File: config.mk
export PLATFORM = sky130hd
export DESIGN_NAME = acq_top
export DESIGN_NICKNAME = d
export VERILOG_FILES = /design/src/hw/acq_pkg.sv /design/src/hw/acq_top.sv /design/src/hw/serial_transmitter.sv /design/src/hw/link_controller.sv /design/src/hw/frame_dispatcher.sv /design/src/hw/adc_sequencer.sv
export SDC_FILE = /design/constraint.sdc
export NUM_CORES = 1
export LEC_CHECK = 0
export ABC_AREA = 1
export BUFFER_PORTS_ARGS = -buffer_cell sky130_fd_sc_hd__buf_2
export CAP_MARGIN = 25
export CORE_MARGIN = 2
export CORE_UTILIZATION = 35
export CTS_CLUSTER_SIZE = 14
export DETAILED_ROUTE_END_ITERATION = 10
export SETUP_SLACK_MARGIN = 0.2
export SLEW_MARGIN = 25
export SYNTH_ARGS = -nofsm -noshare
export SYNTH_HDL_FRONTEND = slang
export SYNTH_HIERARCHICAL = 1
export SYNTH_SLANG_ARGS = --single-unit
export TNS_END_PERCENT = 10
File: constraint.sdc
create_clock -name clock -period 2.2 [get_ports clock]
set_input_delay 0.44 -clock clock [delete_from_list [all_inputs] [get_ports clock]]
set_output_delay 0.44 -clock clock [all_outputs]
set_load 0.005 [all_outputs]
File: src/hw/acq_pkg.sv
//////////////////////////////////////////////////////////////////////
// shared types for the acquisition and serial reporting subsystem
// sample, channel and bit-period count vectors
// state encodings of the sequencer, dispatcher and link FSMs
//////////////////////////////////////////////////////////////////////
`default_nettype none

package acq_pkg;

	// one ADC sample, also one byte on the serial line
	typedef logic [7:0] sample_t;

	// analog mux channel, low nibble of the header byte
	typedef logic [3:0] channel_t;

	// clock cycles inside one serial bit period
	typedef logic [9:0] bit_count_t;

	// conversion sequencer
	typedef enum logic [2:0] {
		seq_mux_settle,
		seq_start_conv,
		seq_wait_eoc,
		seq_latch,
		seq_wait_sent
	} seq_state_t;

	// header then data frame per sample
	typedef enum logic [1:0] {
		disp_idle,
		disp_header,
		disp_data,
		disp_done
	} disp_state_t;

	// load / send / wait-for-end toward the transmitter
	typedef enum logic [1:0] {
		link_idle,
		link_load,
		link_send,
		link_wait_end
	} link_state_t;

endpackage

`default_nettype wire
File: src/hw/acq_top.sv
//////////////////////////////////////////////////////////////////////
// acquisition and serial reporting top level
// sequencer -> dispatcher -> link controller -> transmitter
//////////////////////////////////////////////////////////////////////
`timescale 1ns/1ps
`default_nettype none

module acq_top #(
	parameter int num_channels = 8,
	parameter int settle_cycles = 2,
	parameter int bit_cycles = 104
) (
	input logic clock,
	input logic rst,
	input logic eoc,
	input acq_pkg::sample_t adc_data,
	input logic dsr,
	output logic mux_en,
	output acq_pkg::channel_t canale,
	output logic soc,
	output logic load_dato,
	output logic add_mpx2,
	output logic error,
	output logic data_out
);
	import acq_pkg::*;

	// sequencer to dispatcher
	logic send_req;
	logic send_done;
	sample_t sample;

	// dispatcher to link controller
	sample_t frame_byte;
	logic shot;
	logic confirm;

	// link controller to transmitter
	logic load;
	logic send;
	logic tx_end;

	adc_sequencer #(
		.num_channels(num_channels),
		.settle_cycles(settle_cycles)
	) seq0 (
		.clock(clock),
		.rst(rst),
		.eoc(eoc),
		.adc_data(adc_data),
		.mux_en(mux_en),
		.canale(canale),
		.soc(soc),
		.load_dato(load_dato),
		.send_req(send_req),
		.sample(sample),
		.send_done(send_done)
	);

	frame_dispatcher disp0 (
		.clock(clock),
		.rst(rst),
		.send_req(send_req),
		.sample(sample),
		.canale(canale),
		.send_done(send_done),
		.add_mpx2(add_mpx2),
		.frame_byte(frame_byte),
		.shot(shot),
		.confirm(confirm)
	);

	link_controller link0 (
		.clock(clock),
		.rst(rst),
		.shot(shot),
		.load(load),
		.send(send),
		.tx_end(tx_end),
		.confirm(confirm)
	);

	serial_transmitter #(
		.bit_cycles(bit_cycles)
	) tx0 (
		.clock(clock),
		.rst(rst),
		.load(load),
		.send(send),
		.frame_byte(frame_byte),
		.dsr(dsr),
		.tx_end(tx_end),
		.error(error),
		.data_out(data_out)
	);

endmodule

`default_nettype wire

File: src/hw/serial_transmitter.sv
//////////////////////////////////////////////////////////////////////
// asynchronous serial transmitter
// holding register and pending flag, dsr gating and error flag,
// bit-period divider, start / 8 data msb first / stop shift-out
//////////////////////////////////////////////////////////////////////
`timescale 1ns/1ps
`default_nettype none

module serial_transmitter #(
	parameter int bit_cycles = 104
) (
	input logic clock,
	input logic rst,
	input logic load,
	input logic send,
	input acq_pkg::sample_t frame_byte,
	input logic dsr,
	output logic tx_end,
	output logic error,
	output logic data_out
);
	import acq_pkg::*;

	localparam bit_count_t bit_last = bit_count_t'(bit_cycles - 1);

	sample_t tx_reg;
	// data bits msb first, stop bit in the lsb
	logic [8:0] shift_reg;
	// frame loaded but not yet started
	logic held;
	// send seen, start waits on dsr
	logic armed;
	logic busy;
	logic go;
	bit_count_t bit_cnt;
	// 0 start, 1..8 data, 9 stop
	logic [3:0] bit_idx;

	// dsr only matters before the start bit
	assign go = held && (armed || send) && dsr && !busy;

	// frame held back by the receiver
	assign error = held && !dsr;

	// last cycle of the stop bit
	assign tx_end = busy && (bit_idx == 4'd9) && (bit_cnt == bit_last);

	always_ff @(posedge clock) begin
		if (rst) begin
			held <= 1'b0;
			armed <= 1'b0;
			busy <= 1'b0;
			data_out <= 1'b1;
			bit_cnt <= '0;
			bit_idx <= '0;
		end else if (busy) begin
			if (bit_cnt == bit_last) begin
				bit_cnt <= '0;
				if (bit_idx == 4'd9) begin
					// back to idle mark
					busy <= 1'b0;
					data_out <= 1'b1;
				end else begin
					data_out <= shift_reg[8];
					bit_idx <= bit_idx + 1'b1;
				end
			end else begin
				bit_cnt <= bit_cnt + 1'b1;
			end
		end else begin
			if (load)
				held <= 1'b1;
			if (go) begin
				// start bit goes out right away
				held <= 1'b0;
				armed <= 1'b0;
				busy <= 1'b1;
				data_out <= 1'b0;
				bit_cnt <= '0;
				bit_idx <= '0;
			end else if (send) begin
				armed <= 1'b1;
			end
		end
	end

	// payload registers
	always_ff @(posedge clock) begin
		if (load)
			tx_reg <= frame_byte;
		if (go)
			shift_reg <= {tx_reg, 1'b1};
		else if (busy && bit_cnt == bit_last)
			shift_reg <= {shift_reg[7:0], 1'b1};
	end

endmodule

`default_nettype wire

File: src/hw/link_controller.sv
//////////////////////////////////////////////////////////////////////
// link controller
// per-frame handshake: shot -> load -> send -> wait tx_end -> confirm
//////////////////////////////////////////////////////////////////////
`timescale 1ns/1ps
`default_nettype none

module link_controller (
	input logic clock,
	input logic rst,
	input logic shot,
	output logic load,
	output logic send,
	input logic tx_end,
	output logic confirm
);
	import acq_pkg::*;

	link_state_t state;

	always_ff @(posedge clock) begin
		if (rst) begin
			state <= link_idle;
			load <= 1'b0;
			send <= 1'b0;
			confirm <= 1'b0;
		end else begin
			// all three outputs are one-cycle pulses
			load <= 1'b0;
			send <= 1'b0;
			confirm <= 1'b0;
			case (state)
				link_idle: begin
					if (shot) begin
						load <= 1'b1;
						state <= link_load;
					end
				end
				link_load: begin
					// byte is in the holding register now
					send <= 1'b1;
					state <= link_send;
				end
				link_send: begin
					state <= link_wait_end;
				end
				link_wait_end: begin
					// dsr stalls show up here as a long wait
					if (tx_end) begin
						confirm <= 1'b1;
						state <= link_idle;
					end
				end
				default: state <= link_idle;
			endcase
		end
	end

endmodule

`default_nettype wire

File: src/hw/frame_dispatcher.sv
//////////////////////////////////////////////////////////////////////
// frame dispatcher
// splits one latched sample into a header frame (channel number)
// and a data frame (sample), fired one after the other
//////////////////////////////////////////////////////////////////////
`timescale 1ns/1ps
`default_nettype none

module frame_dispatcher (
	input logic clock,
	input logic rst,
	input logic send_req,
	input acq_pkg::sample_t sample,
	input acq_pkg::channel_t canale,
	output logic send_done,
	output logic add_mpx2,
	output acq_pkg::sample_t frame_byte,
	output logic shot,
	input logic confirm
);
	import acq_pkg::*;

	disp_state_t state;

	// header byte carries the channel in its low nibble
	assign frame_byte = add_mpx2 ? sample : {4'b0000, canale};

	always_ff @(posedge clock) begin
		if (rst) begin
			state <= disp_idle;
			shot <= 1'b0;
			send_done <= 1'b0;
			add_mpx2 <= 1'b0;
		end else begin
			// shot and send_done are single-cycle strobes
			shot <= 1'b0;
			send_done <= 1'b0;
			case (state)
				disp_idle: begin
					if (send_req) begin
						add_mpx2 <= 1'b0;
						shot <= 1'b1;
						state <= disp_header;
					end
				end
				disp_header: begin
					// switch to data byte once header is on the wire
					if (confirm) begin
						add_mpx2 <= 1'b1;
						shot <= 1'b1;
						state <= disp_data;
					end
				end
				disp_data: begin
					if (confirm) begin
						send_done <= 1'b1;
						state <= disp_done;
					end
				end
				disp_done: begin
					// let the sequencer drop send_req before rearming
					add_mpx2 <= 1'b0;
					state <= disp_idle;
				end
				default: state <= disp_idle;
			endcase
		end
	end

endmodule

`default_nettype wire

File: src/hw/adc_sequencer.sv
//////////////////////////////////////////////////////////////////////
// channel-stepping conversion controller
// drives the analog mux enable and channel, ADC start of conversion,
// latches the sample on end of conversion and holds the send request
//////////////////////////////////////////////////////////////////////
`timescale 1ns/1ps
`default_nettype none

module adc_sequencer #(
	parameter int num_channels = 8,
	parameter int settle_cycles = 2
) (
	input logic clock,
	input logic rst,
	input logic eoc,
	input acq_pkg::sample_t adc_data,
	output logic mux_en,
	output acq_pkg::channel_t canale,
	output logic soc,
	output logic load_dato,
	output logic send_req,
	output acq_pkg::sample_t sample,
	input logic send_done
);
	import acq_pkg::*;

	// counter must reach settle_cycles itself
	localparam int settle_w = $clog2(settle_cycles + 1);
	localparam logic [settle_w-1:0] settle_last = settle_w'(settle_cycles);
	localparam channel_t last_channel = channel_t'(num_channels - 1);

	seq_state_t state;
	logic [settle_w-1:0] settle_cnt;

	always_ff @(posedge clock) begin
		if (rst) begin
			state <= seq_mux_settle;
			mux_en <= 1'b0;
			soc <= 1'b0;
			load_dato <= 1'b0;
			send_req <= 1'b0;
			canale <= '0;
			settle_cnt <= '0;
		end else begin
			case (state)
				seq_mux_settle: begin
					// cnt is the number of cycles since mux_en went high
					mux_en <= 1'b1;
					settle_cnt <= settle_cnt + 1'b1;
					if (settle_cnt == settle_last) begin
						soc <= 1'b1;
						state <= seq_start_conv;
					end
				end
				seq_start_conv: begin
					// one cycle for soc to reach the converter
					state <= seq_wait_eoc;
				end
				seq_wait_eoc: begin
					// soc stays up until eoc is seen
					if (eoc) begin
						load_dato <= 1'b1;
						state <= seq_latch;
					end
				end
				seq_latch: begin
					load_dato <= 1'b0;
					soc <= 1'b0;
					mux_en <= 1'b0;
					send_req <= 1'b1;
					state <= seq_wait_sent;
				end
				seq_wait_sent: begin
					// channel and sample frozen until both frames are out
					if (send_done) begin
						send_req <= 1'b0;
						mux_en <= 1'b1;
						settle_cnt <= settle_w'(1);
						canale <= (canale == last_channel) ? '0 : canale + 1'b1;
						state <= seq_mux_settle;
					end
				end
				default: state <= seq_mux_settle;
			endcase
		end
	end

	// sample register, data valid while eoc is high
	always_ff @(posedge clock) begin
		if (state == seq_wait_eoc && eoc)
			sample <= adc_data;
	end

endmodule

`default_nettype wire

[Word-level counts from Yosys, hierarchy flattened]
Cells that the tools add are included.
Word-level totals
  register bits: 65
  input bits: 12
Cells by class
  add/sub/neg operators: 4
  equality and inequality tests: 24
  mux-type cells: 53
  bitwise logic cells: 4
  reduce and logical (&&, ||, !) cells: 41
Operator list (count)
  $mux 10: 3
  $mux 4: 6
  $mux 1: 23
  $reduce_and 2->1: 10
  $mux 9: 2
  $pmux 2 s4: 2
  $reduce_bool 2->1: 8
  $pmux 3 s5: 1
  $mux 2: 6
  $reduce_and 3->1: 4
  $add 10x1->10 const B: 1
  $eq 10x7->1 const B: 1
  $eq 2x2->1 const B: 5
  $ne 2x1->1 const B: 5
  $ne 2x2->1 const B: 5
  $mux 3: 3
  $add 4x1->4 const B: 2
  $logic_and 1x1->1: 8
  $pmux 1 s2: 4
  $eq 3x2->1 const B: 2
  $pmux 1 s3: 2
  $reduce_bool 3->1: 2
  $reduce_or 2->1: 3
  $eq 2x1->1 const B: 2
  other kinds (11): 16

[Longest topological paths before layout]
Gate-level depths: netlist (run 1).
  depth after elaboration: 6
  gate-level depth with buffers: 10
  gate-level depth less buffers: 10

[Cells and area by module]
The synthesis (run 1) kept the hierarchy.
By module, submodules not included
  serial_transmitter: times used 1, cells an instance 183, area an instance 1587.8 um^2, seq. area each 840.8 um^2
  adc_sequencer: times used 1, cells an instance 84, area an instance 845.8 um^2, seq. area each 500.5 um^2
  frame_dispatcher: times used 1, cells an instance 62, area an instance 380.4 um^2, seq. area each 100.1 um^2
  link_controller: times used 1, cells an instance 33, area an instance 259.0 um^2, seq. area each 100.1 um^2

[Least setup slack after synthesis (run 1)]
No wires, ideal clock.
  kind: register -> register
  start: register tx0.bit_cnt[0]
  end: register tx0.shift_reg[1] (enable)
  setup time: 0.328 ns
  arrival: 1.184 ns
  data required time: 1.872 ns
  slack: 0.689 ns
  stages on the path, launching flop included: 8
  period minus slack after synthesis: 1.511 ns
  path through: dfxtp_1 ha_1 nand2_2 nor2_2 nand3_2 nand2_4 nand2_2 inv_1
Between the ends
  word-level cells in the longest chain between the ends: 3
Ends and longest elaborated chain
  start, declared: line serial_transmitter.sv:35  | bit_count_t bit_cnt;
  start signal, assigned: line serial_transmitter.sv:68  | bit_cnt <= bit_cnt + 1'b1;
  $eq 10x7->1: line serial_transmitter.sv:93  | else if (busy && bit_cnt == bit_last)
  $logic_and 1x1->1: line serial_transmitter.sv:93
  $reduce_bool 2->1 (no line)
  end signal, assigned: line serial_transmitter.sv:92  | shift_reg <= {tx_reg, 1'b1};
  end signal, assigned: line serial_transmitter.sv:94  | shift_reg <= {shift_reg[7:0], 1'b1};
  end, declared: line serial_transmitter.sv:28  | logic [8:0] shift_reg;
Every way passes these cells.
A chain may end at the register's enable or synchronous reset.

[Worst setup path after layout (run 1)]
  start: register tx0.busy
  end: register tx0.shift_reg[2] (enable)
Between the ends
  word-level cells in the longest chain between the ends: 3
Ends and longest elaborated chain
  start, declared: line serial_transmitter.sv:33  | logic busy;
  start signal, assigned: line serial_transmitter.sv:52  | busy <= 1'b0;
  start signal, assigned: line serial_transmitter.sv:61  | busy <= 1'b0;
  start signal, assigned: line serial_transmitter.sv:77  | busy <= 1'b1;
  $logic_not 1->1: line serial_transmitter.sv:40  | assign go = held && (armed || send) && dsr && !busy;
  $logic_and 1x1->1: line serial_transmitter.sv:40
  $reduce_bool 2->1 (no line) (*)
Every way passes the cells marked *; elsewhere a longest branch is shown, timed or not.

==> results of run 1 <==
## stage by stage
| stage | total power [mW] | setup slack, ns | area [um^2] | utilization |
|---|---|---|---|---|
| after global routing | 3.59 | 0.328 | 3520 | 0.408 |
| after detailed placement | 2.29 | 0.435 | 3300 | 0.382 |
| after CTS | 3.41 | 0.459 | 3520 | 0.408 |
| final | 3.36 | 0.486 | 3520 | 0.408 |
| after global placement | 2.27 | 0.488 | 3300 | 0.382 |
| after floorplan | 2.13 | 0.689 | 3070 | - |
## area by class of cell
cell class,instances,area share
Sequential cell,65,0.438
Multi-Input combinational cell,241,0.371
Inverter,52,0.0569
Clock buffer,10,0.0391
Tap cell,108,0.0384
Timing Repair Buffer,23,0.0341
Clock inverter,6,0.0231
## layout by cell type, fill, tap and decap left out, types with 6 or more instances in the layout
master,n
nand4_1,6
inv_2,8
buf_2,21
edfxtp_1,24
dfxtp_1,41
nand3_1,21
nor2_1,30
nand2_1,96
a21oi_1,26
inv_1,43
ha_1,14
clkbuf_8,10
nand2_2,8
## power by group
group          switching (mW)  total [mW]  internal [mW]  leakage (nW)
Combinational           0.446       0.753          0.307         0.832
Clock                   0.443        1.10          0.661         0.110
Sequential              0.127        1.51           1.38         0.551
Total                    1.02        3.36           2.35          1.49
## worst max-delay path: cells and delay by family (launching register included)
family	cells	cell delay (ns)
DFF	1	0.70
and+or+nand+nor	2	0.26
buffers and inverters	2	0.43
## logic make-up after synthesis
kind of cell,count (synthesis),share of synthesized area
compound gates,38,0.0676
xor+xnor,3,0.00855
fa+ha+maj,14,0.0570
buf+inv,56,0.0737
flops,65,0.502
simple gates,186,0.292
## Yosys cell counts, types with 3 or more instances
| cell | count | share of area |
|---|---|---|
| nand2_1 | 96 | 0.12 |
| inv_1 | 43 | 0.053 |
| dfxtp_1 | 41 | 0.27 |
| nor2_1 | 30 | 0.037 |
| a21oi_1 | 26 | 0.042 |
| edfxtp_1 | 24 | 0.23 |
| nand3_1 | 21 | 0.034 |
| ha_1 | 14 | 0.057 |
| inv_2 | 8 | 0.0098 |
| nand2_2 | 8 | 0.016 |
| nand4_1 | 6 | 0.012 |
| nor3_1 | 5 | 0.0081 |
| o21ai_0 | 5 | 0.0081 |
| nand3b_1 | 3 | 0.0073 |
| nor2_2 | 3 | 0.0061 |
## metal layers
metal,global-route usage,wire (um),vias up
met5,0,0,-
met4,0.0363,61,0
met3,0.0446,289,8
met2,0.210,2540,36
met1,0.164,2700,1054
li1,-,-,1219
## worst max path at each step
stage,start,endpoint,slack (ns),depth (start not counted)
after CTS,tx0/busy,tx0/shift_reg[2],0.46,4
after floorplan,tx0/bit_cnt[0],tx0/shift_reg[1],0.69,7
after detailed placement,dsr,tx0/shift_reg[5],0.44,7
final,tx0/busy,tx0/shift_reg[2],0.49,4
after global placement,dsr,tx0/shift_reg[5],0.49,7
after global routing,tx0/bit_cnt[0],tx0/shift_reg[4],0.33,7
==> results.sh, run 1 <==
export IMPL_cts_resized=0
export IMPL_fill_cells=876
export IMPL_die_height_um=97.7
export IMPL_holdCritStartpoint="adc_data[5]"
export IMPL_row_count=34
export IMPL_grt_pass1_wl_um=10100
export IMPL_synth_seq_area_share=0.502
export IMPL_synth_edf_count=24
export IMPL_io_buffer_count=21
export IMPL_synth_ff_type="dfxtp_1"
export IMPL_grt_overflow_total=0
export IMPL_cap_viol_max_count=0
export IMPL_holdPathEnd="seq0/sample[5]"
export IMPL_clock_skew_ns=0.00728
export IMPL_maxSlewViolCount=0
export IMPL_wl_per_cell_um=11.1
export IMPL_antenna_found_initial=0
export IMPL_synth_avg_cell_area_um2=8.49
export IMPL_cpPeakStageDelay_ns=0.70
export IMPL_relSlewSlack=0.601
export IMPL_synth_nets=388
export IMPL_ff_latch_area_mm2=0.00154
export IMPL_arrival_ns=1.72
export IMPL_post_cts_buffers=0
export IMPL_yosys_warnings=6
export IMPL_nets=418
export IMPL_final_setup_viol_count=0
export IMPL_syn2layout_area_growth_pct=14.6
export IMPL_leakage_nw=1.49
export IMPL_core_area_mm2=0.00864
export IMPL_multi_input_area_mm2=0.00131
export IMPL_critPathLaunchType="flip-flop"
export IMPL_fin_crit_sh=0.779
export IMPL_rsz0062_at_grt="false"
export IMPL_fin_cells=505
export IMPL_boundaryPins=22
export IMPL_fin_tns_setup_ns=0
export IMPL_irDropWorstVdd_mv=0.519
export IMPL_r2r_worst_path_cells=4
export IMPL_cts_tree="built"
export IMPL_largest_register="tx0/bit_cnt"
export IMPL_hold_slack_ns=0.276
export IMPL_synth_cell_types=36
export IMPL_ctsHoldBuffers=0
export IMPL_r2r_end="tx0/shift_reg[2]"
export IMPL_h_tree_depth=3
export IMPL_fmax_ghz=0.584
export IMPL_r2r_start="tx0/busy"
export IMPL_post_dp_hpwl_um=4070
export IMPL_cts_sinks=65
export IMPL_cp_required_ns=2.20
export IMPL_drtAntennaViolNets=0
export IMPL_finalWeightedCongestion=0.833
export IMPL_clkTransAtPathRegs_ns=0.07
export IMPL_async_reset_ff_frac=0
export IMPL_vias_per_cell=4.59
export IMPL_via_count=2317
export IMPL_power_density_mw_per_mm2=955
export IMPL_worst_path_max_fanout=10
export IMPL_critPathKind="reg -> reg"
export IMPL_grt_max_degree=15
export IMPL_largest_reg_flops=10
export IMPL_placed_cells=489
export IMPL_grt_pass1_vias=2307
export IMPL_first_iter_violations=70
export IMPL_worst_pin_slew_ns=0.597
export IMPL_final_min_clock_period_ns=1.71
export IMPL_remaining_drc_errors=0
export IMPL_insertion_delay_ns=0.33
export IMPL_routed_wl_um=5590
export IMPL_cts_root_buf="clkbuf_8"
export IMPL_fp_dieArea_mm2=0.00955
export IMPL_layout_drive_gt1_share=0.179
export IMPL_worstHoldPathCells=1
export IMPL_ff2ff_setup_slack_ns=0.49
export IMPL_n_antenna_cell=0
export IMPL_clockBufferDepth=2
export IMPL_status="complete, no violations"
export IMPL_initial_core_util=0.356
export IMPL_finalHoldViolCount=0
export IMPL_endpoint_kind="flip-flop"
export IMPL_netlist_area_mm2=0.00307
export IMPL_synth_seq_cells=65
export IMPL_dr_pass1_iters=4
export IMPL_crit_slowest_cell="dfxtp_1"
export IMPL_numCtsBuffers=9
export IMPL_track_usage=0.129
export IMPL_chipWidth_um=97.7
export IMPL_min_path_type="in -> reg"
export IMPL_syn_inst=362
export IMPL_crit_chain="nor2_4, inv_2, nand2_2, inv_1"
No activity file was read; power rests on OpenSTA's default activity.
==> inputs of run 2 (changes only) <==
clock period = 1.75 ns   (was 2.2 ns; I/O delays follow)
==> run 2 against run 1 <==
Compared with the run above: hold slack got worse by 0.093 ns; wire length rose by 0.82%; cell count rose by 0.99%; sequential share of layout area fell by 0.76 points; largest power group unchanged.
==> results.sh, run 2 (same netlist as run 1, synthesis figures left out) <==
export IMPL_core_area_mm2=0.00864
export IMPL_maxSlewViolCount=0
export IMPL_grt_pass1_vias=2195
export IMPL_die_height_um=97.7
export IMPL_finalWeightedCongestion=0.798
export IMPL_arrival_ns=1.50
export IMPL_cts_root_buf="clkbuf_8"
export IMPL_dr_pass1_iters=4
export IMPL_final_common_cell="nand2_1"
export IMPL_largest_reg_flops=10
export IMPL_fin_crit_sh=0.831
export IMPL_final_cell_area_mm2=0.00360
export IMPL_track_usage=0.126
export IMPL_insertion_delay_ns=0.34
export IMPL_placed_cells=492
export IMPL_setup_ws_ns=0.296
export IMPL_cts_tree="built"
export IMPL_cts_sinks=65
export IMPL_fin_tns_setup_ns=0
export IMPL_clkTransAtPathRegs_ns=0.07
export IMPL_ctsHoldBuffers=0
export IMPL_fmax_ghz=0.688
export IMPL_ff2ff_setup_slack_ns=0.30
export IMPL_grt_pass1_wl_um=9650
export IMPL_critPathLaunchType="flip-flop"
export IMPL_io_buffer_count=21
export IMPL_clock_skew_ns=0.0128
export IMPL_leakage_nw=1.52
export IMPL_power_density_mw_per_mm2=1180
export IMPL_grt_overflow_total=0
export IMPL_row_count=34
export IMPL_r2r_start="tx0/bit_cnt[1]"
export IMPL_initial_core_util=0.356
export IMPL_final_setup_viol_count=0
export IMPL_worst_path_max_fanout=5
export IMPL_min_path_type="in -> reg"
export IMPL_fp_dieArea_mm2=0.00955
export IMPL_post_dp_hpwl_um=3960
export IMPL_wl_per_cell_um=11.0
export IMPL_drtAntennaViolNets=0
export IMPL_via_count=2297
export IMPL_n_antenna_cell=0
export IMPL_irDropWorstVdd_mv=0.875
export IMPL_r2r_worst_path_cells=7
export IMPL_fin_cells=510
export IMPL_r2r_end="tx0/shift_reg[4]"
export IMPL_cp_required_ns=1.80
export IMPL_layout_drive_gt1_share=0.211
export IMPL_grt_max_degree=16
export IMPL_chipWidth_um=97.7
export IMPL_syn2layout_area_growth_pct=17.3
export IMPL_layout_common_cells="96 x nand2_1, 41 x inv_1, 38 x dfxtp_1"
export IMPL_crit_start="tx0/bit_cnt[1]"
export IMPL_boundaryPins=22
export IMPL_nets=423
export IMPL_routed_wl_um=5640
export IMPL_remaining_drc_errors=0
export IMPL_cp_endpoint="tx0/shift_reg[4]"
export IMPL_rsz0062_at_grt="true"
export IMPL_critPathKind="reg -> reg"
export IMPL_endpoint_kind="flip-flop"
export IMPL_worst_pin_slew_ns=0.403
export IMPL_final_min_clock_period_ns=1.45
export IMPL_clockBufferDepth=2
export IMPL_h_tree_depth=3
export IMPL_largest_register="tx0/bit_cnt"
export IMPL_numCtsBuffers=9
export IMPL_finalHoldViolCount=0
export IMPL_dp_slack_ns=0.0712
export IMPL_dpl_cell_area_mm2=0.00332
export IMPL_cap_viol_max_count=0
export IMPL_relSlewSlack=0.731
export IMPL_antenna_found_initial=0
export IMPL_status="complete, no violations"
export IMPL_first_iter_violations=58
export IMPL_hold_slack_ns=0.183
export IMPL_vias_per_cell=4.50
[run 2: stage by stage]
step	util	total power [mW]
2_1_floorplan	-	2.67
3_3_place_gp	0.385	2.87
3_5_place_dp	0.385	2.90
4_1_cts	0.411	4.31
5_1_grt	0.417	4.55
6_report	0.417	4.26
[run 2: critical path, stage by stage (launching register included)]
cell and delay, ns:
dfxtp_4 0.38, ha_4 0.15, nand2_4 0.07, nor2_2 0.10, nand3_2 0.11, nand2_4 0.12
nand2_4 0.09, clkinvlp_4 0.13
[run 2: area by class of cell]
| class | count | area (um^2) |
|---|---|---|
| clock buffer | 9 | 124 |
| clock inverter | 7 | 95.1 |
| fill | 863 | 5030 |
| inverter | 52 | 204 |
| multi-input combinational | 241 | 1340 |
| sequential | 65 | 1550 |
| tap | 108 | 135 |
| timing repair buffer | 27 | 150 |
| timing repair inverter | 1 | 7.51 |
[run 2: worst min path at each step]
| stage | from | endpoint | depth (start not counted) |
|---|---|---|---|
| 6_report | adc_data[1] | seq0/sample[1] | 1 |
| 3_5_place_dp | disp0/shot | link0/load | 2 |
| 5_1_grt | adc_data[4] | seq0/sample[4] | 1 |
| 3_3_place_gp | seq0/mux_en | seq0/mux_en | 2 |
| 4_1_cts | adc_data[1] | seq0/sample[1] | 1 |
| 2_1_floorplan | disp0/shot | link0/load | 2 |
[run 2: where the power goes]
| group | internal [mW] | switching (mW) | total [mW] |
|---|---|---|---|
| Clock | 0.801 | 0.600 | 1.40 |
| Sequential | 1.73 | 0.122 | 1.85 |
| Combinational | 0.403 | 0.600 | 1.00 |
[run 2: routing by layer]
layer | track usage | vias up | share of wire
met3 | 0.0576 | 6 | 0.049
li1 | - | 1228 | -
met5 | 0 | - | 0
met1 | 0.152 | 1025 | 0.48
met2 | 0.204 | 38 | 0.47
met4 | 0.0353 | 0 | 0.0069
[run 2: timing repair]
| action | 4_1_cts | 5_1_grt |
|---|---|---|
| pin swaps | 0 | 4 |
| cloned | 1 | 0 |
| setup buffers | 0 | 1 |
| gates resized for setup | 1 | 13 |
| setup endpoints to repair | 9 | 11 |
==> inputs of run 3 (changes only) <==
clock period = 1.28 ns   (was 1.75 ns; I/O delays follow)
==> run 3 against run 2 <==
Compared with the run above: wire length grew 8.7%; highest routed layer unchanged; sequential power grew 44%; the flow now finishes with violations (negative setup slack); hold slack lost 0.097 ns; clock power grew 49%; global-route usage grew 1.0 points; core utilization grew 5.0 points; non-clock buffer count grew 25; power grew 51%; maximum frequency grew 9.5%.
==> results.sh, run 3 (same netlist as run 1, synthesis figures left out) <==
export IMPL_r2r_worst_path_cells=7
export IMPL_io_buffer_count=21
export IMPL_layout_drive_gt1_share=0.323
export IMPL_remaining_drc_errors=0
export IMPL_n_antenna_cell=0
export IMPL_wl_per_cell_um=11.4
export IMPL_fill_cells=832
export IMPL_power_density_mw_per_mm2=1600
export IMPL_via_count=2436
export IMPL_post_route_util=0.467
export IMPL_finalWeightedCongestion=0.828
export IMPL_status="finished with violations"
export IMPL_initial_core_util=0.356
export IMPL_fp_dieArea_mm2=0.00955
export IMPL_nets=448
export IMPL_post_dp_hpwl_um=4390
export IMPL_critPathKind="reg -> reg"
export IMPL_cts_root_buf="clkbuf_8"
export IMPL_layout_common_cells="95 x nand2_1, 36 x inv_1, 27 x nor2_1, 27 x dfxtp_1, 26 x buf_4"
export IMPL_syn2layout_area_growth_pct=31.2
export IMPL_fin_crit_sh=1.04
export IMPL_h_tree_depth=3
export IMPL_finalHoldViolCount=0
export IMPL_grt_overflow_total=0
export IMPL_dr_pass1_iters=4
export IMPL_boundaryPins=22
export IMPL_first_iter_violations=78
export IMPL_final_min_clock_period_ns=1.33
export IMPL_wl_met1_um=2820
export IMPL_final_common_cell="nand2_1"
export IMPL_final_setup_viol_count=14
export IMPL_grt_max_degree=15
export IMPL_core_area_mm2=0.00864
export IMPL_cts_sinks=65
export IMPL_worst_pin_slew_ns=0.336
export IMPL_worstHoldPathCells=1
export IMPL_numCtsBuffers=9
export IMPL_arrival_ns=1.39
export IMPL_clock_skew_ns=0.0104
export IMPL_antenna_found_initial=0
export IMPL_grt_pass1_vias=2325
export IMPL_worst_path_max_fanout=5
export IMPL_cap_viol_max_count=0
export IMPL_irDropWorstVdd_mv=0.857
export IMPL_clockBufferDepth=2
export IMPL_dr_max_layer_used="met4"
export IMPL_vias_per_cell=4.55
export IMPL_dpl_cell_area_mm2=0.00354
export IMPL_grt_pass1_wl_um=10400
export IMPL_relSlewSlack=0.776
export IMPL_dr_wl_met2_um=2980
export IMPL_drtAntennaViolNets=0
export IMPL_fmax_ghz=0.753
export IMPL_rsz0062_at_grt="true"
export IMPL_endpoint_kind="flip-flop"
export IMPL_dr_wl_met3_um=239
export IMPL_setup_ws_ns=-0.0480
export IMPL_maxSlewViolCount=0
export IMPL_clkTransAtPathRegs_ns=0.07
export IMPL_largest_register="tx0/bit_cnt"
export IMPL_row_count=34
export IMPL_finalPower_mw=6.45
export IMPL_insertion_delay_ns=0.34
export IMPL_track_usage=0.136
export IMPL_violations="negative setup slack"
export IMPL_cts_tree="built"
export IMPL_chipWidth_um=97.7
export IMPL_critPathLaunchType="flip-flop"
export IMPL_largest_reg_flops=10
export IMPL_routed_wl_um=6120
export IMPL_leakage_nw=1.69
export IMPL_cp_required_ns=1.34
export IMPL_die_height_um=97.7
export IMPL_min_path_type="in -> reg"
export IMPL_final_cell_area_mm2=0.00403
==> run 3: path summary, 6_finish.rpt <==
path | startpoint | to | slack (ns)
setup / recovery | tx0/bit_cnt[0] | tx0/shift_reg[6] | -0.05
hold / removal | adc_data[0] | seq0/sample[0] | 0.09
setup reg to reg | tx0/bit_cnt[0] | tx0/shift_reg[6] | -0.05
hold reg to reg | seq0/mux_en | seq0/mux_en | 0.46
==> run 3: per-stage QoR <==
stage	TNS (ns)	hold WS [ns]	std cells	setup slack, ns
2_1_floorplan	-0.383	0.327	362	-0.0426
3_3_place_gp	-0.441	0.434	515	-0.0521
3_5_place_dp	-1.06	0.434	515	-0.0981
5_1_grt	-1.91	0.0568	535	-0.112
4_1_cts	-0.598	0.0645	534	-0.0550
6_report	-0.500	0.0859	535	-0.0480
==> run 3: what timing repair did <==
| item | in CTS | in global routing |
|---|---|---|
| gates resized for setup | 47 | 16 |
| setup endpoints to repair | 60 | 64 |
| setup buffers | 2 | 1 |
| cloned | 1 | 0 |
| hold buffers | 0 | 0 |
| endpoints found under the hold margin | 0 | 0 |
| pin swaps | 25 | 21 |
==> run 3: report_power, final <==
part / leakage, nW / switching [mW] / internal [mW] / total (mW)
registers: 0.558 / 0.253 / 2.41 / 2.67
clock network: 0.114 / 0.791 / 1.29 / 2.08
logic: 1.02 / 0.975 / 0.728 / 1.70
total: 1.69 / 2.02 / 4.43 / 6.45
==> run 3: area by class of cell <==
type                    instances  area [um^2]  share of cell area
repair buffers                 52          397              0.0984
flip-flops and latches         65         1570               0.389
multi-input cells             241         1470               0.363
inverters                      52          215              0.0534
well taps                     108          135              0.0335
clock buffers                   9          124              0.0307
clock inverters                 7          118              0.0292
repair inverters                1         8.76             0.00217
==> run 3: critical path, cell delays in order, from the launching register on <==
cell,delay [ns]
dfxtp_2,0.36
ha_4,0.15
nand2_4,0.06
nor2_4,0.09
nand3_2,0.10
nand2_4,0.13
nand2_8,0.09
inv_8,0.08
==> run 3: routing by layer <==
metal  vias to the layer above  global-route usage
met3                        10              0.0446
met4                         0              0.0481
met5                         -                   0
met2                        35               0.234
li1                       1281                   -
met1                      1110               0.160
